==> config.mk <==
export PLATFORM = sky130hd
export DESIGN_NAME = fixFetch
export DESIGN_NICKNAME = d
export VERILOG_FILES = /design/src/verilog/videoPkg.sv /design/src/verilog/fixFetch.sv
export VERILOG_INCLUDE_DIRS = /design/src /design/src/include
export SDC_FILE = /design/constraint.sdc
export NUM_CORES = 1
export LEC_CHECK = 0
export BUFFER_PORTS_ARGS = -buffer_cell sky130_fd_sc_hd__buf_2
export CAP_MARGIN = 20
export CORE_UTILIZATION = 47
export CTS_CLUSTER_SIZE = 16
export DETAILED_ROUTE_END_ITERATION = 12
export GPL_TIMING_DRIVEN = 0
export PLACE_DENSITY = 0.83
export SYNTH_ARGS = -nofsm -noshare
export SYNTH_HDL_FRONTEND = slang
export SYNTH_SLANG_ARGS = --single-unit
==> constraint.sdc <==
create_clock -name CLK_24M -period 3.79 [get_ports CLK_24M]
set_input_delay 0.379 -clock CLK_24M [delete_from_list [all_inputs] [get_ports CLK_24M]]
set_output_delay 0.379 -clock CLK_24M [all_outputs]
set_load 0.03 [all_outputs]
==> src/include/video_defs.svh <==
`ifndef VIDEO_DEFS_SVH
`define VIDEO_DEFS_SVH

// Horizontal positions in master clocks, 4 clocks per pixel
`define LINE_LAST 11'd1535
// Last clock of the sync pulse
`define HSYNC_END 11'd110
// Last blank clock before active video
`define HBLANK_END 11'd228
`define HACTIVE_END 11'd1508
// Mid-line point where nBnkb may toggle
`define BNKB_POS 11'd55

// Vertical line numbers
`define V_FIRST 9'h0F8
`define V_LAST 9'h1FF
// Blanking ends after this line
`define VBLANK_OFF_LINE 9'h0FF
// Blanking starts after this line
`define VBLANK_ON_LINE 9'h1F0
`define BNKB_ON_LINE 9'h1F0
`define BNKB_OFF_LINE 9'h110

// Video RAM and fix map
`define VRAM_WORDS 2048
`define FIX_BASE 11'h400
`define FIX_FIRST_REQ 11'd197
`define FIX_COLS 6'd40
`define FIX_PITCH 6'd32

`endif
==> src/verilog/videoPkg.sv <==
package videoPkg;

	// Master-clock position within the line, 0 to 1535
	typedef logic [10:0] hCount_t;

	// Line number, F8 to 1FF
	typedef logic [8:0] vCount_t;

	// Video RAM word address and data
	typedef logic [10:0] vramAddr_t;
	typedef logic [15:0] vramData_t;

	// CPU register select
	// 0 is the address register, 1 the data register
	typedef logic cpuReg_t;

	// CPU port sequencer
	typedef enum logic [1:0]
	{
		IDLE,
		WRITE_PEND,
		READ_PEND
	} portState_t;

endpackage

==> src/verilog/fixFetch.sv <==
`timescale 1ns/1ns

`include "video_defs.svh"

module fixFetch (
	input logic CLK_24M,
	input logic nRESETP,
	input videoPkg::hCount_t hCount,
	input videoPkg::vCount_t vCount,
	input logic vBlank,
	output logic fixReq,
	output videoPkg::vramAddr_t fixAddr,
	input videoPkg::vramData_t fixData,
	input logic fixValid,
	output videoPkg::vramData_t fixCode,
	output logic fixStrobe
);

	logic lineStart;
	logic fetching;
	logic lastCol;
	logic [5:0] col;
	logic [4:0] pitch;

	// First column slot of the line
	assign lineStart = (hCount == `FIX_FIRST_REQ);
	assign lastCol = (col == `FIX_COLS - 1'b1);

	// Column 0 from the line start, the rest on the pitch
	assign fixReq = lineStart ? !vBlank : (fetching && (pitch == `FIX_PITCH - 1'b1));

	// Map row of 64 words per 8-line tile row
	assign fixAddr = `FIX_BASE + {vCount[7:3], 6'b000000} + {5'b00000, col};

	// Column and pitch scheduling
	always_ff @(posedge CLK_24M)
	begin
		if (!nRESETP)
		begin
			fetching <= 1'b0;
			col <= '0;
			pitch <= '0;
		end
		else
		begin
			// Pitch restarts on every fetch
			if (fixReq)
				pitch <= '0;
			else
				pitch <= pitch + 1'b1;

			// Column returns to 0 after the last one, ready for the next line
			if (fixReq)
			begin
				col <= lastCol ? '0 : col + 1'b1;
				fetching <= !lastCol;
			end
		end
	end

	// Tile word out one clock after the RAM returns it
	always_ff @(posedge CLK_24M)
	begin
		if (!nRESETP)
			fixStrobe <= 1'b0;
		else
			fixStrobe <= fixValid;
	end

	always_ff @(posedge CLK_24M)
	begin
		if (fixValid)
			fixCode <= fixData;
	end

	assert property (@(posedge CLK_24M) disable iff (!nRESETP)
		col < `FIX_COLS)
		else $error("Fix column overrun");

endmodule

Word level (Yosys, flattened, before mapping). Cells that the tools add are included.

Register bits: 29. Input port bits: 40. Output and inout port bits: 29. Word-level logic and storage cells: 19.

$add $sub $neg: 4. Eq/ne operators: 3. Mux-type cells: 2. Bitwise operators: 1. Reductions and logical operators: 4.

Operators with widths (count): $add 11x11->11 const A (1); $add 11x6->11 (1); $eq 11x8->1 const B (1); $add 6x1->6 const B (1); $eq 6x6->1 const B (1); $mux 6 (1); $add 5x1->5 const B (1); $eq 5x5->1 const B (1); $logic_not 1->1 (2); $reduce_or 2->1 (1); $logic_and 1x1->1 (1); $mux 1 (1); $not 1->1 (1).

Depth between registers and ports, before layout.
Word-level depth: 4. Mapped depth: 7. Depth with buffers taken out: 7.

Worst setup path before layout. Ideal clock, no wire load.

Path kind: input -> output. Start: in hCount[1]. End: out fixReq. Data arrival time: 1.402 ns. Required time: 3.411 ns. Path slack: 2.009 ns. Stages: 4. Path through: nor4b_4 -> nand3_2 -> mux2_4 -> inv_1.

Cells in the longest elaborated chain, start to end: 2.

RTL lines: start: declaration (line fixFetch.sv:8) `input videoPkg::hCount_t hCount,`; $eq 11x8->1 (no line); $mux 1 (line fixFetch.sv:30) `` assign fixReq = lineStart ? !vBlank : (fetching && (pitch == `FIX_PITCH - 1'b1)); ``; end: declaration (line fixFetch.sv:11) `output logic fixReq,`.

No other way between the ends.

Final worst setup path.
Start: reg pitch[0]. End: out fixReq.

Cells in the longest elaborated chain, start to end: 3.

RTL lines: start: declaration (line fixFetch.sv:23) `logic [4:0] pitch;`; start signal: assignment (line fixFetch.sv:50) `pitch <= pitch + 1'b1;`; $eq 5x5->1 (line fixFetch.sv:30); $logic_and 1x1->1 (line fixFetch.sv:30); $mux 1 (line fixFetch.sv:30).

No other way between the ends.

==> flow_summary.ini <==
[synthesis]
synth_top_family_by_area = simple AND/OR/NAND/NOR gates
synth_area_um2 = 1290
synth_area_per_cell_um2 = 12.9
synth_nets = 143
synth_compound_area_share_pct = 4.28
synth_ff_type = edfxtp_1
synthAdderAreaFrac_pct = 2.92
yosysSeqAreaShare_pct = 57.6
synth_mux_area_share_pct = 7.39
synthCells = 100
ys_ff_latch = 29
async_flop_share_pct = 0
yosys.area_share.xor_xnor_pct = 1.36
yosys.area_share.simple_pct = 21.9
ys_types = 38
synth_edf_count = 16
synth_warnings = 0

[cells_and_area]
fill_cells = 198
layout.area.seq_um2 = 741
multiInputGateArea_um2 = 487
drive_gt1_share_pct = 50.9
antenna_cells = 0
postLayoutCellArea_um2 = 1670
area_delta_synth_final_pct = 29.9
final_common_cell = buf_2
nNetsFinal = 209
final_cell_mix = buf_2 (59), edfxtp_1 (16), dfxtp_1 (13)

[worst_hold_path]
hold_depth = 1
hold_end = fixCode[6]$_DFFE_PP_
hp-class = in -> reg
min_from = fixData[6]

[route]
wirelength_met1_mm = 1.05
post_drt_wl_per_cell_um = 13.0
drc_errors = 0
wl_met3_um = 317
first_pass_iters = 4
vias = 1019
antenna_left = 0
routed.top_layer = met4
drt-initial-drc-count = 15
avgViaCountPerCell = 5.17
route.met2.wl_mm = 1.18
drt-total-wl_mm = 2.57

[worst_setup_path]
required_ns = 3.41
r2r_cells = 6
worstSetupEndpointType = output port
critPathSlowestCell = dfxtp_1
crit_chain = ha_1 > and3_1 > ha_1 > nand2_1 > mux2_4 > inv_1 > buf_2
crit_top_cell = ha_1
crit_type = reg -> out
worst_setup_path_start_kind = register
arrival_ns = 1.93
rrSetupSlack_ns = 2.04
slowest_delay_ns = 0.36
crit_fanout = 10
r2r-start = pitch[0]$_SDFF_PP0_
rr_endpoint = col[5]$_SDFFE_PN0P_

[cts]
cts-resized-gates = 0
cts_inserted_buffers = 5
htree_levels = 2
cts_tree = done
clk_pin_slew_worst_paths_ns = 0.09
hold_buffers = 0
clk-insertion-delay-late_ns = 0.32
cts_root_buf = clkbuf_4
clock_path_buffers = 2
clock-sinks = 29
cts_setup_buffers = 0

[power_and_ir_drop]
p_per_area_nw_per_um2 = 371
power.total_mw = 0.619
p_leak_nw = 0.810
ir_worst_vdd_mv = 0.262

[global_route]
grt_start_max_net_pins = 18
grt_pass1_vias = 829
gr-total-overflow = 0
grtUsageTotal_pct = 17.5
grt_pass1_wl_mm = 3.53
antenna_found_initial = 0

[timing]
setup_viol = 0
finClkSkew_ns = 0.0115
fin_crit_sh_pct = 61.0
worstMarginPinSlew_ns = 0.408
grt_setup_unrepaired = no
period_needed_ns = 2.31
drv_slew = 0
hold_ws_ns = 0.232
relSlewSlack_pct = 72.8
hold_viol = 0
tns_ns = 0
fmax_mhz = 433

[floorplan]
std_cell_rows = 18
die_y_um = 54.3
start_util_pct = 51.0
die_width_um = 54.3
dieArea_um2 = 2950
coreArea_um2 = 2520
pin_count = 69

[placed_design]
place_congestion = 0.732
dp_hpwl_mm = 1.99
placed_area_um2 = 1620
port_buffers = 59

[run]
cap_violations = 0

[run_status]
run_status = complete, no violations
==> final cells by class <==
| type | instances | share of cell area, % |
|---|---|---|
| well taps | 30 | 2.25 |
| clock buffers | 6 | 2.47 |
| multi-input cells | 62 | 29.1 |
| clock inverters | 2 | 0.599 |
| flip-flops and latches | 29 | 44.3 |
| repair buffers | 59 | 17.7 |
| plain buffers | 6 | 2.85 |
| inverters | 3 | 0.674 |
==> logic make-up after synthesis <==
logic type | Yosys count
AND/OR/NAND/NOR | 42
flip-flops | 29
buffers and inverters | 9
multiplexers | 9
AO/OA/AOI/OAI | 6
adder cells (fa/ha/maj) | 3
XOR/XNOR | 2
==> worst max path at each step <==
stage,from,to,cells past startpoint
after floorplan,hCount[1],fixReq,4
after global placement,hCount[1],fixReq,6
after detailed placement,hCount[1],fixReq,6
after CTS,pitch[0]$_SDFF_PP0_,fixReq,7
after global routing,pitch[0]$_SDFF_PP0_,fixReq,7
final,pitch[0]$_SDFF_PP0_,fixReq,7
==> worst max-delay path, delay by kind of cell, from the launching register on <==
family | cells | cell delay (ns)
simple gates | 2 | 0.30
buf+inv | 2 | 0.24
flops | 1 | 0.36
fa+ha+maj | 2 | 0.37
mux | 1 | 0.34
==> cells in the mapped netlist, drive strengths merged, types with 2 or more instances <==
library cell,instances,area share [%]
nand2b,4,1.9
buf,4,2.3
nand2,12,3.5
mux2i,8,6.2
inv,3,0.88
clkbuf,2,1.4
and3,5,2.8
nor2,2,0.58
nand3,4,1.9
nand3b,2,1.2
edfxtp,16,37
dfxtp,13,20
ha,3,2.9
==> stage by stage <==
stage | instances | util [%] | setup slack [ns]
final | 197 | 66.2 | 1.48
after global routing | 197 | 66.2 | 1.34
after CTS | 197 | 66.2 | 1.44
after detailed placement | 189 | 64.2 | 1.77
after global placement | 189 | 64.2 | 1.80
after floorplan | 100 | - | 2.01
==> metal layers <==
layer	vias up	GRT usage, %
met1	455	20.4
met5	-	0
met3	4	6.94
met4	0	11.1
li1	499	-
met2	61	26.6
==> power breakdown <==
group          switching (mW)  internal [mW]  total, mW
clock network           0.104         0.0705      0.174
registers             0.00476          0.350      0.354
logic                  0.0569         0.0337     0.0906
==> state kept, by name (all words and copies together), names as in the netlist <==
| signal | count |
|---|---|
| fetching | 1 |
| fixStrobe | 1 |
| col | 6 |
| fixCode | 16 |
| pitch | 5 |
Power figures use the tool's default switching activity.
