**src/include/video_defs.svh**
```systemverilog
`ifndef VIDEO_DEFS_SVH
`define VIDEO_DEFS_SVH

// Horizontal positions in master clocks, 4 clocks per pixel
`define LINE_LAST 11'd1535
// Last clock of the sync pulse
`define HSYNC_END 11'd110
// Last blank clock before active video
`define HBLANK_END 11'd228
`define HACTIVE_END 11'd1508
// Mid-line point where nBnkb may toggle
`define BNKB_POS 11'd55

// Vertical line numbers
`define V_FIRST 9'h0F8
`define V_LAST 9'h1FF
// Blanking ends after this line
`define VBLANK_OFF_LINE 9'h0FF
// Blanking starts after this line
`define VBLANK_ON_LINE 9'h1F0
`define BNKB_ON_LINE 9'h1F0
`define BNKB_OFF_LINE 9'h110

// Video RAM and fix map
`define VRAM_WORDS 2048
`define FIX_BASE 11'h400
`define FIX_FIRST_REQ 11'd197
`define FIX_COLS 6'd40
`define FIX_PITCH 6'd32

`endif
```
**src/verilog/videoPkg.sv**
```systemverilog
package videoPkg;

	// Master-clock position within the line, 0 to 1535
	typedef logic [10:0] hCount_t;

	// Line number, F8 to 1FF
	typedef logic [8:0] vCount_t;

	// Video RAM word address and data
	typedef logic [10:0] vramAddr_t;
	typedef logic [15:0] vramData_t;

	// CPU register select
	// 0 is the address register, 1 the data register
	typedef logic cpuReg_t;

	// CPU port sequencer
	typedef enum logic [1:0]
	{
		IDLE,
		WRITE_PEND,
		READ_PEND
	} portState_t;

endpackage

```
**src/verilog/videoTiming.sv**
```systemverilog
`timescale 1ns/1ns

`include "video_defs.svh"

module videoTiming (
	input logic CLK_24M,
	input logic nRESETP,
	output videoPkg::hCount_t hCount,
	output videoPkg::vCount_t vCount,
	output logic vBlank,
	output logic nVSync,
	output logic nHSync,
	output logic nHBlank,
	output logic nBnkb
);

	logic lineEnd;

	// Last clock of the line
	assign lineEnd = (hCount == `LINE_LAST);

	// Line and frame counters
	always_ff @(posedge CLK_24M)
	begin
		if (!nRESETP)
		begin
			hCount <= '0;
			vCount <= `V_FIRST;
			vBlank <= 1'b1;
		end
		else
		begin
			if (lineEnd)
				hCount <= '0;
			else
				hCount <= hCount + 1'b1;

			if (lineEnd)
			begin
				// Frame wraps back to the sync lines
				if (vCount == `V_LAST)
					vCount <= `V_FIRST;
				else
					vCount <= vCount + 1'b1;

				// Blanking edges fall on the line wrap
				if (vCount == `VBLANK_OFF_LINE)
					vBlank <= 1'b0;
				if (vCount == `VBLANK_ON_LINE)
					vBlank <= 1'b1;
			end
		end
	end

	// Bank strobe, only sampled mid-line
	always_ff @(posedge CLK_24M)
	begin
		if (!nRESETP)
			nBnkb <= 1'b1;
		else if (hCount == `BNKB_POS)
		begin
			if (vCount == `BNKB_ON_LINE)
				nBnkb <= 1'b0;
			if (vCount == `BNKB_OFF_LINE)
				nBnkb <= 1'b1;
		end
	end

	// Sync low over lines F8 to FF
	assign nVSync = vCount[8];

	// Sync pulse opens the line
	assign nHSync = (hCount > `HSYNC_END);

	// 1280 active clocks
	assign nHBlank = (hCount > `HBLANK_END) && (hCount <= `HACTIVE_END);

	// Line counter wraps before leaving the line
	assert property (@(posedge CLK_24M) disable iff (!nRESETP)
		hCount <= `LINE_LAST)
		else $error("hCount out of line range");

endmodule

```
**config.mk**
```make
export PLATFORM = sky130hd
export DESIGN_NAME = videoTiming
export DESIGN_NICKNAME = d
export VERILOG_FILES = /design/src/verilog/videoPkg.sv /design/src/verilog/videoTiming.sv
export VERILOG_INCLUDE_DIRS = /design/src /design/src/include
export SDC_FILE = /design/constraint.sdc
export NUM_CORES = 1
export LEC_CHECK = 0
export BUFFER_PORTS_ARGS = -buffer_cell sky130_fd_sc_hd__buf_2
export CAP_MARGIN = 20
export CORE_AREA = 2 2 55 47
export DETAILED_ROUTE_END_ITERATION = 8
export DIE_AREA = 0 0 57 49
export PLACE_DENSITY_LB_ADDON = 0.2
export SYNTH_ARGS = -nofsm -noshare
export SYNTH_HDL_FRONTEND = slang
export SYNTH_SLANG_ARGS = --single-unit
```
**constraint.sdc**
```tcl
create_clock -name CLK_24M -period 5.99 [get_ports CLK_24M]
set_input_delay 1.198 -clock CLK_24M [delete_from_list [all_inputs] [get_ports CLK_24M]]
set_output_delay 1.198 -clock CLK_24M [all_outputs]
set_load 0.1 [all_outputs]
```
### Word level (Yosys, flattened, before mapping)

Index checks and enable logic that the tools add are counted.

* bitwise logic cells: 1
* multiplexer cells: 5
* reductions and logical operators: 6
* magnitude comparators: 3
* add/subtract/negate cells: 2
* eq/ne operators: 6

Operators by type and width (count)
* 9-bit equality test (second input constant): 3
* 11-bit by 1-bit adder with 11-bit output (second input constant): 1
* 11-bit equality test (second input constant): 1
* 11-bit by 6-bit equality test with 1-bit output (second input constant): 1
* 11-bit by 7-bit > comparator with 1-bit output (second input constant): 1
* 11-bit by 8-bit > comparator with 1-bit output (second input constant): 1
* 11-bit <= comparator (second input constant): 1
* 9-bit by 1-bit adder with 9-bit output (second input constant): 1
* 9-bit by 8-bit equality test with 1-bit output (second input constant): 1
* 9-bit 2-to-1 mux: 1
* 1-bit 2-to-1 mux: 4
* 2-bit AND reduction: 2
* 2-bit nonzero test: 2
* 2-bit OR reduction: 1
* 1-bit logical AND: 1
* 1-bit NOT: 1

* output and inout bits: 25
* logic and storage cells: 27
* bits in registers: 22

### Depth between registers and ports, before layout

* depth after elaboration: 3
* gate-level depth with buffers: 9
* depth with buffers taken out: 8

### Least setup slack after synthesis

Ideal clock, no wire load.

* path kind: register -> output
* start: reg hCount[2]
* end: out nHBlank
* cell stages (with the launch flop): 5
* data arrival time: 3.055 ns
* setup slack: 1.737 ns
* cells stage by stage: dfxtp_1 -> o21ai_0 -> a21oi_1 -> nor4_1 -> a21oi_1

* word-level cells in the longest chain between the ends: 2
* elaborated cells on any way between the ends: 3
* those cells by class: 2 x order compare; 1 x reduce/logical

RTL lines
* start: declaration: line videoTiming.sv:8 `output videoPkg::hCount_t hCount,`
* start signal: assignment: line videoTiming.sv:36 `hCount <= hCount + 1'b1;`
* 11-bit by 8-bit > comparator with 1-bit output (no source line) / 11-bit <= comparator (equally long branches)
* 1-bit logical AND (*): line videoTiming.sv:76 `` assign nHBlank = (hCount > `HBLANK_END) && (hCount <= `HACTIVE_END); ``
* end: declaration: line videoTiming.sv:13 `output logic nHBlank,`

Every way passes the cells marked *; elsewhere a longest branch is shown, timed or not.

### Worst setup path after layout

* start: reg hCount[0]
* end: out nHSync

* word-level cells in the longest chain between the ends: 1

RTL lines
* 11-bit by 7-bit > comparator with 1-bit output (no source line)
* end: declaration: line videoTiming.sv:12 `output logic nHSync,`

No other way between the ends.

==> run metrics <==
io pins=27; run status=finished, final reports clean; TNS Setup=0 ps; layout filler cell count=222; Post-synth EDFFs=0; Post-Syn Area=1220 um2; post-route clock period utilization=50.3%; Vias/cell=5.76; CP arrival=1810 ps; ratio of cells with drive above 1 in the final layout=24.7%; Initial Util=53.3%; H-tree depth=1; Root Buffer=clkbuf_4; clk sinks=22; critical setup path kind=reg2out; Power Density=176 nW/um2; row cnt=16; Slew Viols, Final=0; FF/Latch Area=440 um2; number of distinct library cells after synthesis=42; via count=1088; Final min period=3010 ps; Tightest Pin Transition=492 ps; unrepaired setup endpoints after global routing=no; Initial DRC Count=50; drt first pass iters=4; synthesized flop and latch total=22; Final Hold Vio Count=0; WP data required=4790 ps; P&R area growth vs syn=11.4%; leakage power=0.602 nW; Critical Path Slowest Stage Cell=dfxtp_1; Post-Syn Instances=140; syn_nets=147; area of the multi-input gates=711 um2; DR WL/cell=13.8 um; VDD IR max=0.196 mV; Util after Layout=59.4%; TritonCTS clock tree=done; IO Port Bufs=26; Core Area=2280 um2; synth top area cells=dfxtp_1, ha_1, nor2_1; setup slack after layout=2980 ps; Die Span X=57 um; Tot GR Track Use=20.5%; n_diodes=0; max cap viols=0; antenna violation net count after detailed routing=0; Max FO, Critical Path=7; skew final=7.39 ps; crit path capture type=primary output; Clock Latency Late Sink=310 ps; top-area cell type share of the netlist area=36.2%; Max Clock Freq=0.332 GHz; Post-CTS Setup Inserts=0; Top FF cell, synth=dfxtp_1; DRC violations left=0; GRT overflow=0; Slew headroom=66.9%; via count of the first global-routing pass=944; # setup viols final=0; Final nets=171; worst hold-check path type=reg2reg; Worst-path clk slew=100 ps; Detailed Place HPWL=1930 um; Hold-fix buffers, CTS=0; first-pass GRT wire length=4530 um; die height=49 um; routability cong.=0.860; Async SR Flop Fraction=0%; sequential area share after synthesis=36.2%; syn avg cell area=8.70 um2; Syn. warnings=0; Worst setup SP type=register; ordered list of cells on the worst path=inv_1 > ha_1 > nor3b_1 > o211ai_1 > nand2_1 > buf_2; initial antenna violation count=0; Place WS=3320 ps; CTS buffer count=3; clk buf depth=2; cts repair resizes=0; largest net degree at the start of global routing=14; CP peak stage delay=440 ps; die outline area=2790 um2; drt total wl=2600 um; largest area contributor in the netlist=dfxtp_1
layout by cell type, fill, tap and decap left out, types with 5 or more instances in the layout:
cell      n
o21ai_0   8
a21oi_1   8
ha_1      5
inv_1     5
nor2_1   16
nand3_1   5
dfxtp_1  22
buf_2    26
nand2_1  10
nand4_1   5
where the power goes:
part | total [W] | leakage, nW | switching (W) | internal (W)
Clock | 0.0000657 | 0.0138 | 0.0000421 | 0.0000235
Combinational | 0.0000216 | 0.410 | 0.0000179 | 0.00000363
Sequential | 0.000151 | 0.178 | 0.00000297 | 0.000148
area by class of cell:
cell class / instances / share of cell area, %
multi-input combinational: 106 / 52.4
sequential: 22 / 32.5
timing repair buffer: 26 / 9.59
tap: 27 / 2.49
clock buffer: 3 / 1.66
inverter: 5 / 1.38
cells in the mapped netlist, types with 3 or more instances:
library cell	n
a21oi_1	8
and3_1	3
buf_4	4
dfxtp_1	22
ha_1	5
inv_1	5
nand2_1	10
nand3_1	5
nand4_1	5
nor2_1	16
nor3_1	4
nor4_1	3
o211ai_1	4
o21ai_0	8
or4_1	3
xnor2_1	3
xor2_1	4
registers in the layout (all words and copies together) (netlist names):
name	cells
vCount	9
vBlank	1
hCount	11
nBnkb	1
final timing paths:
check	slack (ps)	startpoint	end	cells past startpoint
setup reg to reg	3400	vCount[0]	vCount[5]	8
hold / removal	510	hCount[0]	hCount[0]	1
setup / recovery	2980	hCount[0]	nHSync	6
hold reg to reg	510	hCount[0]	hCount[0]	1
worst max-delay path: cells and delay by family (launching register included):
family	cells	cell delay, ps
DFF	1	440
and+or+nand+nor	2	300
adders and majority gates	1	190
buffers and inverters	2	490
AOI/OAI and AO/OA	1	100
cell families (layout without fill, tap and decap cells):
group                    Yosys count  after routing  synth area share (%)
AND/OR/NAND/NOR                   64             64                  32.0
multiplexers                       1              1                 0.822
flip-flops                        22             22                  36.2
buffers and inverters             12             34                  5.45
adder cells (fa/ha/maj)            5              5                  5.14
AO/OA/AOI/OAI                     29             29                  15.4
XOR/XNOR                           7              7                  5.04
metrics by stage:
step | area [um2] | power [W] | hold slack (ps) | cells
global placement | 1330 | 0.000176 | 476 | 186
floorplan | 1220 | 0.000172 | 892 | 140
global route | 1360 | 0.000251 | 531 | 189
CTS | 1360 | 0.000241 | 515 | 189
detailed placement | 1330 | 0.000176 | 486 | 186
finish | 1360 | 0.000238 | 513 | 189
layer usage:
| metal | routed length [um] | track usage [%] | part of all wire [%] | vias up |
|---|---|---|---|---|
| met5 | 0 | 0 | 0 | - |
| met4 | 28 | 5.43 | 1.1 | 0 |
| met3 | 230 | 5.57 | 8.8 | 4 |
| met2 | 1090 | 27.8 | 42 | 40 |
| met1 | 1250 | 31.6 | 48 | 497 |
| li1 | - | - | - | 547 |
Note: power is estimated with default switching activity, not from simulation.
