<file path="src/include/video_defs.svh">
`ifndef VIDEO_DEFS_SVH
`define VIDEO_DEFS_SVH

// Horizontal positions in master clocks, 4 clocks per pixel
`define LINE_LAST 11'd1535
// Last clock of the sync pulse
`define HSYNC_END 11'd110
// Last blank clock before active video
`define HBLANK_END 11'd228
`define HACTIVE_END 11'd1508
// Mid-line point where nBnkb may toggle
`define BNKB_POS 11'd55

// Vertical line numbers
`define V_FIRST 9'h0F8
`define V_LAST 9'h1FF
// Blanking ends after this line
`define VBLANK_OFF_LINE 9'h0FF
// Blanking starts after this line
`define VBLANK_ON_LINE 9'h1F0
`define BNKB_ON_LINE 9'h1F0
`define BNKB_OFF_LINE 9'h110

// Video RAM and fix map
`define VRAM_WORDS 2048
`define FIX_BASE 11'h400
`define FIX_FIRST_REQ 11'd197
`define FIX_COLS 6'd40
`define FIX_PITCH 6'd32

`endif
</file>
<file path="src/verilog/videoPkg.sv">
package videoPkg;

	// Master-clock position within the line, 0 to 1535
	typedef logic [10:0] hCount_t;

	// Line number, F8 to 1FF
	typedef logic [8:0] vCount_t;

	// Video RAM word address and data
	typedef logic [10:0] vramAddr_t;
	typedef logic [15:0] vramData_t;

	// CPU register select
	// 0 is the address register, 1 the data register
	typedef logic cpuReg_t;

	// CPU port sequencer
	typedef enum logic [1:0]
	{
		IDLE,
		WRITE_PEND,
		READ_PEND
	} portState_t;

endpackage

</file>
<file path="src/verilog/cpuVramPort.sv">
`timescale 1ns/1ns

module cpuVramPort (
	input logic CLK_24M,
	input logic nRESETP,
	input videoPkg::cpuReg_t cpuSel,
	input videoPkg::vramData_t cpuWrData,
	input logic cpuWr,
	input logic cpuRd,
	output videoPkg::vramData_t cpuRdData,
	output logic cpuBusy,
	output logic cpuReq,
	output logic cpuWe,
	output videoPkg::vramAddr_t cpuAddr,
	output videoPkg::vramData_t cpuData,
	input logic cpuGnt,
	input videoPkg::vramData_t memRdData
);

	import videoPkg::*;

	portState_t state;
	vramAddr_t addrReg;
	vramData_t wrReg;
	vramData_t rdLatch;
	logic rdStrobe;
	logic accept;

	// Strobes only taken while idle
	assign accept = cpuWr && (state == IDLE);

	always_ff @(posedge CLK_24M)
	begin
		if (!nRESETP)
		begin
			state <= IDLE;
			addrReg <= '0;
			rdStrobe <= 1'b0;
		end
		else
		begin
			// Data arrives the clock after a read grant
			rdStrobe <= cpuGnt && (state == READ_PEND);
			case (state)
				IDLE:
					if (accept)
						state <= (cpuSel == 1'b0) ? READ_PEND : WRITE_PEND;
				WRITE_PEND:
					if (cpuGnt)
					begin
						state <= IDLE;
						// Auto-increment for block writes
						addrReg <= addrReg + 1'b1;
					end
				READ_PEND:
					if (cpuGnt)
						state <= IDLE;
				default:
					state <= IDLE;
			endcase
			// Address load also triggers the readback
			if (accept && (cpuSel == 1'b0))
				addrReg <= cpuWrData[$bits(vramAddr_t)-1:0];
		end
	end

	// Write data and read latch
	always_ff @(posedge CLK_24M)
	begin
		if (accept && (cpuSel == 1'b1))
			wrReg <= cpuWrData;
		if (rdStrobe)
			rdLatch <= memRdData;
	end

	assign cpuBusy = (state != IDLE);
	assign cpuReq = (state == WRITE_PEND) || (state == READ_PEND);
	assign cpuWe = (state == WRITE_PEND);
	assign cpuAddr = addrReg;
	assign cpuData = wrReg;
	assign cpuRdData = rdLatch;

	// Request held with busy and a steady address until granted
	assert property (@(posedge CLK_24M) disable iff (!nRESETP)
		cpuReq && !cpuGnt |=> cpuReq && cpuBusy && $stable(cpuAddr))
		else $error("CPU request dropped before grant");

endmodule

</file>
<file path="config.mk">
export PLATFORM = sky130hd
export DESIGN_NAME = cpuVramPort
export DESIGN_NICKNAME = d
export VERILOG_FILES = /design/src/include/video_defs.svh /design/src/verilog/videoPkg.sv /design/src/verilog/cpuVramPort.sv
export SDC_FILE = /design/constraint.sdc
export NUM_CORES = 1
export LEC_CHECK = 0
export BUFFER_PORTS_ARGS = -buffer_cell sky130_fd_sc_hd__buf_2
export CORE_AREA = 2 2 63 65
export DETAILED_ROUTE_END_ITERATION = 10
export DIE_AREA = 0 0 65 67
export PLACE_DENSITY = 0.79
export SYNTH_ARGS = -nofsm -noshare
export SYNTH_HDL_FRONTEND = slang
export SYNTH_SLANG_ARGS = --single-unit
</file>
<file path="constraint.sdc">
create_clock -name CLK_24M -period 4.05 [get_ports CLK_24M]
set_input_delay 1.0125 -clock CLK_24M [delete_from_list [all_inputs] [get_ports CLK_24M]]
set_output_delay 1.0125 -clock CLK_24M [all_outputs]
set_load 0.005 [all_outputs]
</file>
Yosys cells after proc, flatten, opt, wreduce, memory -nomap -nowiden:

Index checks and enable logic that the tools add are counted.
W data, S select, Z words.

* register bits: 46
* bits of input ports: 38
* output and inout port bits: 46
* logic and storage cells: 30

* add/subtract/negate cells: 1
* eq/ne operators: 4
* muxes and demuxes: 7
* bitwise gates (word level): 1
* reductions and logical operators: 12

Operators by type and width (count)
* $mux W11: 3
* $add A11 B1 Y11 const B: 1
* $mux W2: 3
* $reduce_bool A2 Y1: 3
* $logic_and A1 B1 Y1: 4
* $pmux W2 S2: 1
* $reduce_and A2 Y1: 2
* $eq A2 B1 Y1 const B: 1
* $eq A2 B2 Y1 const B: 1
* $logic_not A2 Y1: 1
* $ne A2 B1 Y1 const B: 1
* $ne A2 B2 Y1 const B: 1
* $reduce_or A2 Y1: 1
* $logic_or A1 B1 Y1: 1
* $not A1 Y1: 1

Logic depth before layout (Yosys ltp):

Gate-level depths: netlist of run 1.

* depth in word-level cells: 5
* mapped depth: 7
* gate-level depth less buffers: 6

Worst setup path before layout of run 1:

OpenSTA, ideal clock, no wires.

* kind: input-to-reg
* start: in cpuWr
* end: reg wrReg[0] (netlist: cpuData[0]), enable pin
* library setup time: 0.375 ns
* arrival: 1.502 ns
* required time: 3.675 ns
* slack: 2.174 ns
* cell stages on the path: 1
* buffers on the path: 0
* cell sequence: and3_1

* longest elaborated chain between the ends: 2

RTL lines
* start: declaration: line cpuVramPort.sv:8 `input logic cpuWr,`
* $logic_and A1 B1 Y1: line cpuVramPort.sv:30 `assign accept = cpuWr && (state == IDLE);`
* $logic_and A1 B1 Y1: line cpuVramPort.sv:70 `if (accept && (cpuSel == 1'b1))`
* end signal: assignment: line cpuVramPort.sv:71 `wrReg <= cpuWrData;`
* end: declaration: line cpuVramPort.sv:24 `vramData_t wrReg;`

Every way passes these cells.
A chain may end at the register's enable or synchronous reset.

Worst setup path after layout of run 1:

* start: reg state[0]
* end: out cpuReq

* longest elaborated chain between the ends: 2
* elaborated cells on any way between the ends: 3
* classes of those cells: eq/ne: 2; reduce/logical: 1

RTL lines
* start: declaration: line cpuVramPort.sv:22 `portState_t state;`
* start signal: assignment: line cpuVramPort.sv:47 `state <= (cpuSel == 1'b0) ? READ_PEND : WRITE_PEND;`
* $eq A2 B1 Y1 / $eq A2 B2 Y1 (equally long branches): line cpuVramPort.sv:77 `assign cpuReq = (state == WRITE_PEND) || (state == READ_PEND);`
* $logic_or A1 B1 Y1 (*): line cpuVramPort.sv:77
* end: declaration: line cpuVramPort.sv:12 `output logic cpuReq,`

Mark *: on every way between the ends. The rest lies on a longest branch, timed or not.

==> results.ini, run 1 <==
[sta]
hold_violations = 0
fmax_mhz = 460
whs_ns = 0.518
slew_violations = 0
rsz0062_at_grt = no
tightestPinTransition_ns = 0.782
tns_ns = 0
setup_viol = 0
finalCritPeriodShare_pct = 53.7
clock_skew_ns = 0.00188
fin_crit_ns = 2.17
fin_ws_ns = 1.88
timing.slew.headroom_pct = 47.9

[setup_path]
critical_path_required_ns = 3.04
max_stage_delay_ns = 0.36
critPathCaptureType = output port
crit_slowest_cell = dfxtp_1
start_kind = register
worstPathArrival_ns = 1.16
path_max_fanout = 3
crit_chain = inv_1, ha_1, buf_2
critPathKind = register to output port
r2r_slack_ns = 2.32

[die]
die_height_um = 67
chipWidth_um = 65
initial_core_util_pct = 47.2
core-area_um2 = 3610
io_pins = 84
rows = 22
dieArea_um2 = 4360

[routing]
drt_iter0_drc = 50
drc = 0
num_vias = 1204
wl_met1_um = 1320
wl_met2_um = 1460
top_layer_used = met4
wire_per_inst_um = 12.6
viasPerCell = 4.74
firstDrtPassIters = 4
met3WireLength_um = 422
ant_nets = 0
wirelength_um = 3210

[yosys]
syn_area_per_cell_um2 = 14.2
netlist.area_leader.share_pct = 56.5
synth_warnings = 0
synth_cells = 120
synthAdderAreaFrac_pct = 2.94
synth-xor-area-share_pct = 4.64
syn-num-nets = 162
yosys.area.top_type = edfxtp_1
synth_seq_cells = 46
synth_area_leaders = edfxtp_1 57%, dfxtp_1 16%, ha_1 2.9%, xnor2_1 2.6%, o21ai_0 2.4%
seq_area_frac_synth_pct = 73.0
synth_top_family_by_area = simple AND/OR/NAND/NOR gates
synth_cell_types = 25
synth_compound_area_share_pct = 7.43
muxShareOfSynthArea_pct = 0
synthesis.area_um2 = 1700
synth-simple-area-share_pct = 10.0

[power_and_ir_drop]
p_leak_nw = 0.978
ir_drop_mv = 0.258
pwr_density_cell_nw_per_um2 = 418

[placed_design]
placement.io_buffers = 82
globalplace.congestion = 0.720
dpl_cell_area_um2 = 2150
dp.cells = 246
dpl_worst_slack_ns = 1.69
detailed_place_hpwl_um = 2400

[global_route]
grt_start_max_net_pins = 23
grt_pass1_vias = 1088
grt_pass1_wl_um = 4890
grt_use_total_pct = 15.5
antenna_found_initial = 0
grt-ovfl-total = 0

[clock_tree]
clk_pin_slew_ns = 0.08
htreeDepth = 2
cts-resized-gates = 0
cts_setup_buffers = 0
cts_buffers = 5
cts_tree = yes
clk_latency_ns = 0.29
clkSinkCount = 46
root_buffer = clkbuf_8
cts_hold_buf = 0
clockBufferDepth = 2

[final_layout]
drive_above_1_share_pct = 43.7
nets = 247
diodes = 0
area.growth.synth_to_final_pct = 33.0
fillers = 307
layout.cells.non_filler = 254
fin_area_um2 = 2260

[worst_hold_path]
hold_path_class = register to register

[status]
status = complete, no violations

[flow_run]
max-cap-violations = 0

## metrics by stage
| step | util (%) | total power [W] |
|---|---|---|
| global route | 62.7 | 0.000996 |
| detailed placement | 59.7 | 0.000632 |
| floorplan | - | 0.000584 |
| finish | 62.7 | 0.000945 |
| global placement | 59.7 | 0.000629 |
| CTS | 62.7 | 0.000958 |
## cells in the mapped netlist
cell / instances
xnor2_1: 5
a22oi_1: 1
xor2_1: 4
nand3_2: 1
inv_1: 4
nand2_1: 8
o211a_1: 3
a31oi_1: 1
a21oi_1: 6
buf_4: 1
nor2_1: 2
nor3_1: 2
nand3b_1: 1
edfxtp_1: 32
nand3_1: 6
ha_1: 4
nand4_1: 2
clkbuf_1: 3
dfxtp_1: 14
and3_1: 5
o21ai_0: 8
or3_1: 1
nor2b_1: 3
o22ai_1: 2
nand2b_1: 1
## worst paths after layout
| kind | from | endpoint | depth (start not counted) |
|---|---|---|---|
| worst max register to register | state[0] | cpuAddr[8] | 5 |
| worst min-delay path | cpuAddr[10] | cpuAddr[10] | 2 |
| worst max-delay path | state[0] | cpuReq | 3 |
| worst min register to register | cpuAddr[10] | cpuAddr[10] | 2 |
## critical path: cells and delay by family (launching register included)
kind                     cells  cell delay (ns)
adder cells (fa/ha/maj)      1             0.31
buffers and inverters        2             0.20
flip-flops                   1             0.36
## power breakdown
part,total (W),internal [W],switching [W]
Sequential,0.000538,0.000525,0.0000138
Clock,0.000326,0.000184,0.000142
Combinational,0.0000811,0.0000408,0.0000403
## state kept, by name, summed over array words and instances (netlist names)
name       cells
cpuData       16
cpuRdData     16
state          2
rdStrobe       1
cpuAddr       11
## cell type report
type	instances	area (µm²)	share of cell area, %
Inverter	4	15.0	0.664
Sequential cell	46	1240	54.9
Clock inverter	2	37.5	1.66
Clock buffer	6	72.6	3.21
Tap cell	48	60.1	2.65
Timing Repair Buffer	82	410	18.1
Multi-Input combinational cell	66	425	18.8
## per-layer routing
metal | vias to the layer above | track usage [%]
li1 | 605 | -
met1 | 530 | 17.7
met2 | 67 | 25.8
met3 | 2 | 6.93
met4 | 0 | 5.59
met5 | - | 0
## placed cells by master, fill, tap and decap left out, types with 3 or more instances in the layout
master / n
buf_2: 82
edfxtp_1: 32
dfxtp_1: 14
o21ai_0: 8
nand2_1: 8
nand3_1: 6
a21oi_1: 6
and3_1: 5
xnor2_1: 5
clkbuf_8: 5
inv_1: 4
xor2_1: 4
ha_1: 4
nor2b_1: 3
o211a_1: 3
## cells by family (layout without fill, tap and decap cells)
family,count (synthesis),count (layout)
buffers and inverters,8,94
AO/OA/AOI/OAI,21,21
AND/OR/NAND/NOR,32,32
adder cells (fa/ha/maj),4,4
flip-flops,46,46
XOR/XNOR,9,9
No activity file was read; power rests on OpenSTA's default activity.
==> run 2, diff against run 1 <==
- ABC_AREA: not set -> 1
- CORE_AREA: 2 2 63 65 -> 2 2 67 69
- DIE_AREA: 0 0 65 67 -> 0 0 69 71
- PLACE_DENSITY: 0.79 -> 0.75
- clock period: 4.05 -> 2.25 ns (I/O delays scaled with it)
==> run 2 against run 1 <==
- clock power rose by 81%
- die area is 12% higher
- combinational power rose by 100%
- first-iteration DRC count rose to 2.5 times the previous value
- flip-flop and latch count is the same
- total power is 81% higher
- worst setup slack worse by 1.4 ns
- sequential power grew 79%
- count of clock-buffer cells in the layout increased by 1
- area after synthesis rose by 9.3%
- global-route usage grew 1.8 points
- core utilization fell by 4.5 points
==> results.ini, run 2 <==
[status]
status = complete, no violations

[placed_design]
globalplace.congestion = 0.763  ; +5.9%
placement.io_buffers = 82  ; unchanged
dpl_cell_area_um2 = 2340  ; +8.8%
detailed_place_hpwl_um = 3020  ; +26%

[global_route]
grt-ovfl-total = 0  ; unchanged
grt_pass1_wl_um = 6690  ; +37%
grt_pass1_vias = 1465  ; +35%
grt_start_max_net_pins = 20  ; -13%
grt_use_total_pct = 17.3  ; +1.8 points
antenna_found_initial = 0  ; unchanged

[die]
initial_core_util_pct = 44.2  ; -2.9 points
io_pins = 84  ; unchanged
core-area_um2 = 4200  ; +17%
rows = 24  ; +9.1%
dieArea_um2 = 4900  ; +12%
die_height_um = 71  ; +6.0%
chipWidth_um = 69  ; +6.2%

[setup_path]
critPathCaptureType = output port
max_stage_delay_ns = 0.36  ; about the same
worstPathArrival_ns = 1.17  ; about the same
r2r_end = cpuData[14]
crit_slowest_cell = dfxtp_1
path_max_fanout = 3  ; unchanged
critPathKind = register to output port
reg2reg_depth = 5  ; unchanged
critical_path_required_ns = 1.69  ; -1.35 ns
cp_common_cell = inv_1
start_kind = register
r2r_slack_ns = 0.61  ; -1.71 ns
crit_chain = inv_1, ha_1, inv_1, buf_2
r2r-start = state[1]

[clock_tree]
htreeDepth = 2  ; unchanged
cts_setup_buffers = 0  ; unchanged
cts_hold_buf = 0  ; unchanged
clockBufferDepth = 2  ; unchanged
cts-resized-gates = 0  ; unchanged
cts_tree = yes
clk_pin_slew_ns = 0.08  ; about the same
cts_buffers = 5  ; unchanged
clkSinkCount = 46  ; unchanged
root_buffer = clkbuf_8
clk_latency_ns = 0.29  ; about the same

[power_and_ir_drop]
p_leak_nw = 1.08  ; +10%
pwr_density_cell_nw_per_um2 = 699  ; +67%
ir_drop_mv = 0.272  ; +5.5%

[yosys]
yosys.area.top_type = edfxtp_1
synth_edf_count = 32  ; unchanged
synth_seq_cells = 46  ; unchanged
syn-num-nets = 212  ; +31%
synth_warnings = 0  ; unchanged
ys.flop_type = edfxtp_1
netlist.area_leader.share_pct = 51.7  ; -4.8 points
synth_cells = 170  ; +42%
seq_area_frac_synth_pct = 66.8  ; -6.2 points
synth_area_leaders = edfxtp_1 52%, dfxtp_1 15%, nand2_1 8.7%, inv_1 4.0%, nand3_1 3.8%
yosys-top-cells-count = 43 x nand2_1, 32 x edfxtp_1, 20 x inv_1, 14 x dfxtp_1, 14 x nand3_1
syn_area_per_cell_um2 = 10.9  ; -23%
synthesis.area_um2 = 1860  ; +9.3%
yosys.cell_count.top_type = nand2_1
synth_cell_types = 24  ; -4.0%
async_reset_ff_share_pct = 0  ; unchanged

[final_layout]
diodes = 0  ; unchanged
final_cell_mix = 82 x buf_2, 43 x nand2_1, 32 x edfxtp_1
drive_above_1_share_pct = 38.5  ; -5.2 points
nets = 301  ; +22%
final_common_cell = buf_2
fin_area_um2 = 2450  ; +8.2%
area.growth.synth_to_final_pct = 31.7

[routing]
wire_per_inst_um = 12.6  ; about the same
ant_nets = 0  ; unchanged
firstDrtPassIters = 4  ; unchanged
drt_iter0_drc = 126  ; +150%
viasPerCell = 4.82  ; +1.6%
num_vias = 1503  ; +25%
drc = 0  ; unchanged
wirelength_um = 3940  ; +23%

[worst_hold_path]
hold_path_class = primary input to register
min-delay-start = cpuWrData[11]
worstHoldPathCells = 1  ; -1
min_to = cpuData[11]

[sta]
finalCritPeriodShare_pct = 77.2
tightestPinTransition_ns = 0.648  ; -0.134 ns
fin_crit_ns = 1.74
tns_ns = 0  ; unchanged
fmax_mhz = 576
hold_violations = 0  ; unchanged
clock_skew_ns = 0.00273  ; +0.000850 ns
setup_viol = 0  ; unchanged
slew_violations = 0  ; unchanged
rsz0062_at_grt = no
timing.slew.headroom_pct = 56.7  ; +8.8 points

[flow_run]
max-cap-violations = 0  ; unchanged

==> run 2: how the worst max path moves through the flow <==
stage	start	end	cells after the start
after global routing	state[0]	cpuBusy	4
final	state[0]	cpuBusy	4
after floorplan	cpuSel	cpuData[0]	2
after detailed placement	cpuSel	cpuData[8]	4
after global placement	cpuSel	cpuData[8]	4
after CTS	state[0]	cpuBusy	4
==> run 2: logic make-up after synthesis <==
group,count (synthesis),share of synthesized area [%]
AOI/OAI and AO/OA,16,5.11
adders and majority gates,4,2.69
buffers and inverters,24,4.98
DFF,46,66.8
and+or+nand+nor,80,20.5
==> run 2: power breakdown <==
group          switching, W  internal [W]  leakage, nW
registers         0.0000217      0.000939        0.407
clock network      0.000256      0.000332       0.0524
logic             0.0000904     0.0000711        0.619
total              0.000368       0.00134         1.08
==> run 2: area by class of cell <==
cell class	instances	area, µm²
Multi-Input combinational cell	100	531
Inverter	23	87.6
Tap cell	52	65.1
Fill cell	368	1760
Timing Repair Buffer	83	418
Clock buffer	7	76.3
Clock inverter	1	30.0
Sequential cell	46	1240
==> run 2: layer usage <==
layer,global-route usage (%),vias to the layer above,share of wire (%),wire (µm)
met1,21.7,685,42,1660
met4,5.23,0,1.4,55
met2,28.6,62,48,1900
met5,0,-,0,0
met3,5.84,5,8.4,331
li1,-,751,-,-
==> run 2: per-stage QoR <==
step	util (%)	cells	total power, W	setup slack (ns)	hold WS [ns]
finish	58.2	312	0.00171	0.513	0.444
global route	58.2	312	0.00179	0.407	0.424
CTS	58.2	312	0.00173	0.501	0.436
detailed placement	55.7	304	0.00114	0.536	0.481
global placement	55.7	304	0.00114	0.540	0.476
floorplan	-	170	0.00105	0.483	0.457
==> run 2: worst max-delay path, delay by kind of cell, from the launching register on <==
family,cells,cell delay [ns]
adder cells (fa/ha/maj),1,0.23
flip-flops,1,0.36
buffers and inverters,3,0.30
